==> src/design/vcf_settings.svh <==
`ifndef VCF_SETTINGS_SVH
`define VCF_SETTINGS_SVH

// board side and cell count
`define VCF_N        15
`define VCF_CELLS    225

// kill-node levels, kept even so the leaf is an attacker level
`define VCF_DEPTH    4

// candidates kept per scan
`define VCF_MAX_CAND 8

`endif

==> src/design/vcf_pkg.sv <==
`default_nettype none

`include "vcf_settings.svh"

package vcf_pkg;

    typedef logic [1:0] cell_t;
    typedef logic [3:0] coord_t;
    typedef logic [7:0] cell_idx_t;

    localparam cell_t CELL_EMPTY = 2'd0;
    localparam cell_t CELL_ATK   = 2'd1;
    localparam cell_t CELL_DEF   = 2'd2;

    // raster order, element i is row i/15, column i%15
    typedef cell_t [`VCF_CELLS-1:0] board_t;
    typedef cell_t [`VCF_N-1:0]     row_t;

    // x is the column, y the row
    typedef struct packed {
        coord_t x;
        coord_t y;
    } move_t;

    typedef struct packed {
        board_t board;
        move_t  move;
    } level_req_t;

    typedef struct packed {
        logic  win;
        move_t move;
    } level_rsp_t;

    typedef enum logic [2:0] {IDLE, SCAN, TRY, WAIT, DONE} node_state_t;

endpackage

`default_nettype wire

==> src/design/board_loader.sv <==
`timescale 1ns/1ps
`default_nettype none

`include "vcf_settings.svh"

module board_loader
    import vcf_pkg::*;
(
    input  wire        i_clk,
    input  wire        i_rst_n,
    input  wire        i_row_req,
    input  row_t       i_row,
    input  wire        i_lvl_done,
    input  level_rsp_t i_lvl_rsp,
    output logic       o_row_ack,
    output logic       o_busy,
    output logic       o_lvl_start,
    output level_req_t o_lvl_req,
    output logic       o_done,
    output logic       o_win,
    output move_t      o_move
);

    board_t    board_r;
    coord_t    row_cnt;
    cell_idx_t row_base;
    logic      row_take;
    logic      start_pend;

    assign row_base = cell_idx_t'(row_cnt * `VCF_N);
    assign row_take = !o_busy && i_row_req && !o_row_ack;

    always_ff @(posedge i_clk) begin
        if (row_take) begin
            board_r[row_base +: `VCF_N] <= i_row;
        end
    end

    always_ff @(posedge i_clk or negedge i_rst_n) begin
        if (!i_rst_n) begin
            row_cnt     <= '0;
            o_row_ack   <= 1'b0;
            o_busy      <= 1'b0;
            start_pend  <= 1'b0;
            o_lvl_start <= 1'b0;
            o_done      <= 1'b0;
            o_win       <= 1'b0;
            o_move      <= '0;
        end else begin
            start_pend  <= 1'b0;
            o_lvl_start <= start_pend;
            o_done      <= 1'b0;
            if (row_take) begin
                o_row_ack <= 1'b1;
            end else if (!o_busy && !i_row_req && o_row_ack) begin
                o_row_ack <= 1'b0;
                // last row in, launch level 0 a cycle after ack falls
                if (row_cnt == coord_t'(`VCF_N - 1)) begin
                    row_cnt    <= '0;
                    o_busy     <= 1'b1;
                    start_pend <= 1'b1;
                end else begin
                    row_cnt <= row_cnt + 4'd1;
                end
            end
            if (i_lvl_done) begin
                o_done <= 1'b1;
                o_win  <= i_lvl_rsp.win;
                o_move <= i_lvl_rsp.move;
            end
            // busy covers the done cycle
            if (o_done) begin
                o_busy <= 1'b0;
            end
        end
    end

    assign o_lvl_req.board = board_r;
    assign o_lvl_req.move  = '0;

endmodule

`default_nettype wire

==> config.mk <==
export PLATFORM = sky130hd
export DESIGN_NAME = board_loader
export DESIGN_NICKNAME = d
export VERILOG_FILES = /design/src/design/vcf_pkg.sv /design/src/design/board_loader.sv
export VERILOG_INCLUDE_DIRS = /design/src /design/src/design
export SDC_FILE = /design/constraint.sdc
export NUM_CORES = 1
export LEC_CHECK = 0
export ABC_AREA = 1
export BUFFER_PORTS_ARGS = -buffer_cell sky130_fd_sc_hd__clkbuf_2
export CORE_MARGIN = 5
export CORE_UTILIZATION = 49
export CTS_BUF_LIST = sky130_fd_sc_hd__clkbuf_8
export CTS_CLUSTER_DIAMETER = 60
export CTS_CLUSTER_SIZE = 16
export DETAILED_ROUTE_END_ITERATION = 8
export GPL_TIMING_DRIVEN = 0
export HOLD_SLACK_MARGIN = 0.03
export PLACE_DENSITY = 0.79
export SETUP_SLACK_MARGIN = 0.1
export SYNTH_ARGS = -nofsm -noshare
export SYNTH_HDL_FRONTEND = slang
export SYNTH_SLANG_ARGS = --single-unit
==> constraint.sdc <==
create_clock -name i_clk -period 4.35 [get_ports i_clk]
set_clock_uncertainty 0.15 [all_clocks]
set_input_delay 0.87 -clock i_clk [delete_from_list [all_inputs] [get_ports i_clk]]
set_output_delay 0.87 -clock i_clk [all_outputs]
set_load 0.02 [all_outputs]
== After elaboration in Yosys (flattened, before gate mapping) ==
Index checks and enable logic that the tools add are counted.

* Input bits: 43
* Flip-flop bits (word level): 468
* Memories: 0
* Bits in latches: 0
* Memory bits (writable): 0
* Word-level logic and storage cells: 267
* Output and inout bits: 471
* Bits in read-only memories: 0

* Div/mod/pow operators: 0
* Mux-type cells: 12
* $mul: 1
* Add/sub/neg operators: 2
* Order comparisons: 0
* Reductions and logical operators: 12
* Shift operators: 3
* Equality and inequality tests: 2
* Bitwise operators: 1

{| class="wikitable"
|+ Operator list
! operator !! count
|-
| bitwise mux 450 bit || 1
|-
| variable part select 15 x 10 -> 225 bit || 2
|-
| variable shift 15 x 10 -> 225 bit (first input constant) || 1
|-
| 2-to-1 mux 1 bit || 10
|-
| negation 8 -> 10 bit || 1
|-
| multiplier 4 x 4 -> 8 bit (second input constant) || 1
|-
| nonzero test 2 bit || 3
|-
| adder 4 x 1 -> 4 bit (second input constant) || 1
|-
| equality test 4 bit (second input constant) || 1
|-
| logical AND 1 bit || 4
|-
| 2-to-1 mux 4 bit || 1
|-
| logical NOT 1 bit || 3
|-
| AND reduction 3 bit || 1
|-
| inequality test 2 bit (second input constant) || 1
|-
| AND reduction 2 bit || 1
|-
| inverter 1 bit || 1
|}

== Logic depth before layout (Yosys ltp) ==
Gate-level depths: netlist of run 1.

* Depth after elaboration: 6
* Depth in mapped cells: 10
* Gate-level depth less buffers: 8

== Least setup slack after synthesis of run 1 ==
OpenSTA, ideal clock, no wires.

* Path kind: flip-flop to flip-flop
* Start point: reg row_cnt[0] (netlist name)
* End point: reg board_r, in the netlist o_lvl_req[10] (enable)
* Required time: 3745 ps
* Clock period less this slack: 4289 ps
* Slack: 61 ps
* Arrival: 3685 ps
* Cell stages (with the launch flop): 8
* Buffers on the path: 2
* Library setup time: 455 ps
* Cell sequence: dfrtp_1 -> inv_2 -> ha_1 -> nor2_1 -> buf_2 -> nand3_1 -> clkbuf_1 -> nor3_1

{| class="wikitable"
|+ RTL lines
! item !! RTL line !! source
|-
| end signal, assigned by index || board_loader.sv:35 || <nowiki>board_r[row_base +: `VCF_N] <= i_row;</nowiki>
|-
| end, declared || board_loader.sv:24 || <nowiki>board_t board_r;</nowiki>
|}

==> metrics.yaml, run 1 <==
insertion_delay_ns: 0.62
period_minus_slack_ns: 3.642
vias_per_cell: 5.769
std_cell_rows: 70
synthMuxAreaShare: 0.005579
drtIter0Drc: 1537
gp_congestion: 0.8794
fmax_mhz: 274.6
path_delay_family: "simple AND/OR/NAND/NOR gates"
cp.depth: 8
ctsHoldBuffers: 1
place_inst: 2401
fin_cells: 2461
max-cap-violations: 0
antenna_found_initial: 1
crit_chain: "inv_2 > ha_1 > nor2_1 > buf_2 > nand3_1 > clkbuf_1 > nor3_4 > buf_16"
clock_sinks: 468
die_h_um: 202.6
worstRegToRegCells: 8
cts_resized: 0
ir_drop_mv: 0.3488
drcViolationCount: 0
worstReg2RegStart: "row_cnt[0]"
grt_start_max_net_pins: 31
yosys.area_share.simple: 0.1763
syn2layout_area_growth_pct: 22.50
first_pass_iters: 5
hold_start: "start_pend"
synthAdderAreaFrac: 0.003444
powerDensity_nw_per_um2: 568.5
initial_core_util: 0.4962
setup_slack_ns: 0.7080
clk_path_buf_depth: 3
antennaDiodeCount: 0
grt_pass1_wl_um: 96110
crit_slowest_cell: "nor3_4"
numCtsBuffers: 37
hold_end: "o_lvl_start"
synth_compound_gate_area_share: 0.001171
tightest_slew_ns: 1.395
status: "complete, no violations"
hold_depth: 0
p_leak_nw: 8.832
slowest_delay_ns: 0.78
startpoint_type: "register"
synth-xor-area-share: 0.0004821
ios: 514
grt_util_all_layers: 0.3235
slew_viol_final: 0
holdCritPathClass: "register to register"
grt_pass1_vias: 14080
cts_tree: "built"
final-setup-viol-count: 0
layout.nets: 2021
cts_setup_buffers: 0
synth_cell_types: 29
required_ns: 4.53
drive_gt1_frac: 0.3417
finalCritPeriodShare: 0.8372
yosys_register_bits: 468
die_area_um2: 41030
core_area_um2: 36610
slew_headroom: 0.06884
arrival_ns: 3.83
reg2reg_to: "o_lvl_req[30]"
clkSlewWorstSetupHoldPaths_ns: 0.10
h-tree-depth: 2
path_buf_inv: 4
ys.warnings.count: 0
hold_slack_ns: 0.2113
fin_util: 0.6079
synth_area_um2: 18170
avgRoutedWirePerCell_um: 27.67
hold_viol: 0
cts_root_buf: "clkbuf_8"
end_kind: "register"
synth_top_family_by_area: "simple AND/OR/NAND/NOR gates"
crit_type: "register to register"
ant_nets: 0
portBuffers: 493
synth_cells: 1422
drt-total-wl_um: 68110
dp_hpwl_um: 50520
vias: 14200
dpl_worst_slack_ns: 0.7441
reg2reg_slack_ns: 0.71
ys_seq_area_frac: 0.7686
path_max_fanout: 16
rsz0062_at_grt: "false"
avgSynthCellArea_um2: 12.78
overflow: 0
fillers: 2883
die_w_um: 202.6
-- metal layers --
layer / global-route usage / vias to the layer above / routed length, um
met5: 0 / - / 12
met4: 0.1288 / 2 / 3529
met3: 0.09647 / 206 / 8785
met2: 0.5398 / 1188 / 32710
met1: 0.3999 / 6909 / 23070
li1: - / 5892 / -
-- cell usage in the layout (no fill, tap or decap), types with 2 or more instances in the layout --
cell,n
buf_2,57
clkbuf_1,23
buf_6,7
clkinvlp_4,3
inv_2,8
buf_4,16
conb_1,8
buf_12,4
buf_16,4
nand3_1,103
nor3_1,39
mux2_2,9
inv_1,69
o21ai_0,2
clkbuf_2,493
nand2_2,3
clkbuf_8,39
nor2_2,8
buf_1,4
nor3b_1,9
nand3_2,2
nor2_4,20
nor2_1,408
clkinv_1,3
dfrtp_1,18
nand2_1,161
ha_1,5
edfxtp_1,450
nand4_1,6
-- worst reg2reg max path, stage by stage (launching register included) --
cell and delay (ns):
dfrtp_1 0.49, inv_2 0.12, ha_1 0.40, nor2_1 0.18, buf_2 0.31, nand3_1 0.32, clkbuf_1 0.35, nor3_4 0.78
buf_16 0.24
-- how the worst max path moves through the flow --
stage	from	to	slack, ns
CTS	row_cnt[0]	o_lvl_req[30]	0.75
global route	row_cnt[0]	o_lvl_req[33]	0.53
global placement	i_row_req	o_lvl_req[143]	-1.67
finish	row_cnt[0]	o_lvl_req[30]	0.71
detailed placement	row_cnt[0]	o_lvl_req[35]	0.74
floorplan	i_row_req	o_lvl_req[128]	0.26
-- stage by stage --
stage               power, mW  area, um^2  setup TNS, ns
floorplan               8.172       18200              0
global placement        10.05       21250        -145.27
detailed placement      10.23       21580              0
CTS                     12.52       22260              0
global route            13.04       22260              0
finish                  12.65       22260              0
-- final cells by class --
cell class	instances	area, um^2	area share
Clock buffer	39	536.8	0.02412
Sequential cell	468	13960	0.6274
Clock inverter	20	131.4	0.005903
Tap cell	468	585.6	0.02631
Timing Repair Buffer	505	2701	0.1214
Buffer	104	551.8	0.02479
Inverter	67	251.5	0.01130
Multi-Input combinational cell	790	3533	0.1588
-- sequential cells by signal, summed over array words and instances (netlist names) --
name and flops:
o_row_ack 1, start_pend 1, o_lvl_req 450, o_move 8, row_cnt 4, o_lvl_start 1, o_win 1, o_busy 1
o_done 1
-- cell usage after synthesis (all sizes together) --
cell      n  area, um^2
a21oi     1       5.000
buf      81       465.4
clkbuf   23       86.33
clkinv    1       3.750
conb      1       3.750
dfrtp    18       450.4
edfxtp  450       13510
ha        5       62.56
inv      66       247.7
mux2      9       101.4
nand2   165       634.4
nand3   105       535.5
nand4     6       37.54
nor2    436        1717
nor3     41       205.2
nor3b     9       67.56
o21ai     2       10.01
o22ai     1       6.260
or2       1       6.260
xor2      1       8.760
-- report_power, final --
part           switching [mW]  total [mW]  internal [mW]  leakage (nW)
clock network            1.47        2.38          0.906         0.372
registers               0.102        5.43           5.33          4.34
logic                    3.90        4.84          0.943          4.12
-- cell families (layout without fill, tap and decap cells) --
logic type / after synthesis / after routing
compound gates: 4 / 4
xor+xnor: 1 / 1
fa+ha+maj: 5 / 5
buf+inv: 171 / 735
flops: 468 / 468
mux: 9 / 9
other cells: 1 / 8
simple gates: 763 / 763
(Power assumes the default switching activity.)
==> run 2, diff against run 1 <==
- CORE_AREA: default -> 5 5 195 197
- CORE_MARGIN: 5 -> default
- CORE_UTILIZATION: 49 -> default
- DIE_AREA: default -> 0 0 200 202
- PLACE_DENSITY: 0.79 -> 0.78
- clock period: 4.35 -> 3.4 ns (I/O delays scaled with it)
==> run 2 against run 1 <==
  * Global-route usage grew 0.26 points
  * Routed wire length increased by 0.38%
  * Critical path type unchanged
  * Fmax grew 14%
  * Die area down 1.5%
  * Largest cell class unchanged
  * Utilization rose by 1.7 points
  * Largest power group unchanged
  * Count of clock-buffer cells in the layout decreased by 1
  * Sequential cell count stayed put
  * Critical path depth unchanged
  * Final cell count up 0.77%
  * Sequential share of layout area down 0.84 points
==> metrics.yaml, run 2 (synthesized netlist as in run 1, its figures left out) <==
status: "complete, no violations"
dp_hpwl_um: 49820
h-tree-depth: 2
setup_slack_ns: 0.2015
cts_tree: "built"
die_area_um2: 40400
avgRoutedWirePerCell_um: 27.57
std_cell_rows: 70
powerDensity_nw_per_um2: 721.3
gp_congestion: 0.8772
ios: 514
slew_viol_final: 0
grt_pass1_wl_um: 94400
die_w_um: 200
tightest_slew_ns: 1.176
slowest_delay_ns: 0.48
layout_commonest_cell: "clkbuf_2"
drt-total-wl_um: 68370
antennaDiodeCount: 0
required_ns: 3.53
drcViolationCount: 0
antenna_found_initial: 0
clock_sinks: 468
initial_core_util: 0.5035
slew_headroom: 0.2128
clkSlewWorstSetupHoldPaths_ns: 0.10
crit_chain: "inv_2 > ha_1 > nor2_1 > nand3_1 > inv_2 > buf_2 > nand3_1 > clkinvlp_4"
hold_viol: 0
grt_start_max_net_pins: 31
arrival_ns: 3.33
numCtsBuffers: 38
grt_pass1_vias: 13810
p_total_mw: 16.27
finalCritPeriodShare: 0.9407
crit_slowest_cell: "dfrtp_1"
place_inst: 2400
layout.nets: 2040
core_area_um2: 36080
largest_register_ffs: 450
drtIter0Drc: 1534
p_leak_nw: 8.944
overflow: 0
syn2layout_area_growth_pct: 24.16
holdCritPathClass: "primary input to register"
max-cap-violations: 0
first_pass_iters: 6
final-setup-viol-count: 0
clk_path_buf_depth: 3
insertion_delay_ns: 0.60
startpoint_type: "register"
crit_type: "register to register"
vias: 14150
dpl_worst_slack_ns: -0.4137
path_max_fanout: 15
ant_nets: 0
end_kind: "register"
period_minus_slack_ns: 3.198
portBuffers: 493
layout_common_cells: "clkbuf_2 (493), edfxtp_1 (450), nor2_1 (408), nand2_1 (161), nand3_1 (103)"
fmax_mhz: 312.6
grt_util_all_layers: 0.3261
rsz0062_at_grt: "true"
drive_gt1_frac: 0.3484
vias_per_cell: 5.706
fin_cells: 2480
ir_drop_mv: 0.5817
die_h_um: 202
cts_root_buf: "clkbuf_8"
fin_util: 0.6251
hold_slack_ns: 0.1627
==> run 2: per-layer routing <==
metal	vias to the layer above	GRT usage	routed length, um
li1	5928	-	-
met1	6831	0.4151	23010
met2	1193	0.5342	32760
met3	199	0.07785	8909
met4	0	0.1434	3696
met5	-	0	0
==> run 2: timing repair <==
| item | in CTS | in global routing |
|---|---|---|
| gates resized for setup | 3 | 4 |
| endpoints found under the setup margin | 91 | 184 |
| hold buffers | 2 | 0 |
| pin swaps | 4 | 9 |
| setup buffers | 4 | 8 |
| endpoints found under the hold margin | 19 | 0 |
| cloned | 2 | 4 |
==> run 2: where the power goes <==
part	switching, mW	internal [mW]
logic	4.97	1.25
clock network	1.94	1.16
registers	0.132	6.82
==> run 2: layout make-up <==
cell class	instances	area [um^2]
buffer	104	551.8
clock buffer	38	523.0
clock inverter	22	163.9
fill	2787	13530
inverter	67	255.2
multi-input combinational	795	3601
sequential	468	13960
tap	468	585.6
timing repair buffer	517	2905
timing repair inverter	1	7.507
==> run 2: final timing paths <==
path	startpoint	depth (start not counted)	endpoint	slack (ns)
worst min-delay path	i_lvl_rsp[4]	2	o_move[4]	0.16
worst max register to register	row_cnt[0]	8	o_lvl_req[382]	0.20
worst min register to register	start_pend	0	o_lvl_start	0.21
max in group asynchronous	i_rst_n	2	o_lvl_start	2.38
worst max-delay path	row_cnt[0]	8	o_lvl_req[382]	0.20
min in group asynchronous	i_rst_n	2	o_win	0.40
==> run 2: critical path: cells and delay by family (launching register included) <==
kind | cells | cell delay [ns]
flip-flops | 1 | 0.48
AND/OR/NAND/NOR | 3 | 0.71
adder cells (fa/ha/maj) | 1 | 0.40
buffers and inverters | 4 | 1.11
==> run 2: metrics by stage <==
step	setup TNS, ns	instance area, um^2
after floorplan	0	18220
after global placement	-392.03	21270
after detailed placement	-16.46	21600
after CTS	0	22370
after global routing	0	22560
final	0	22560
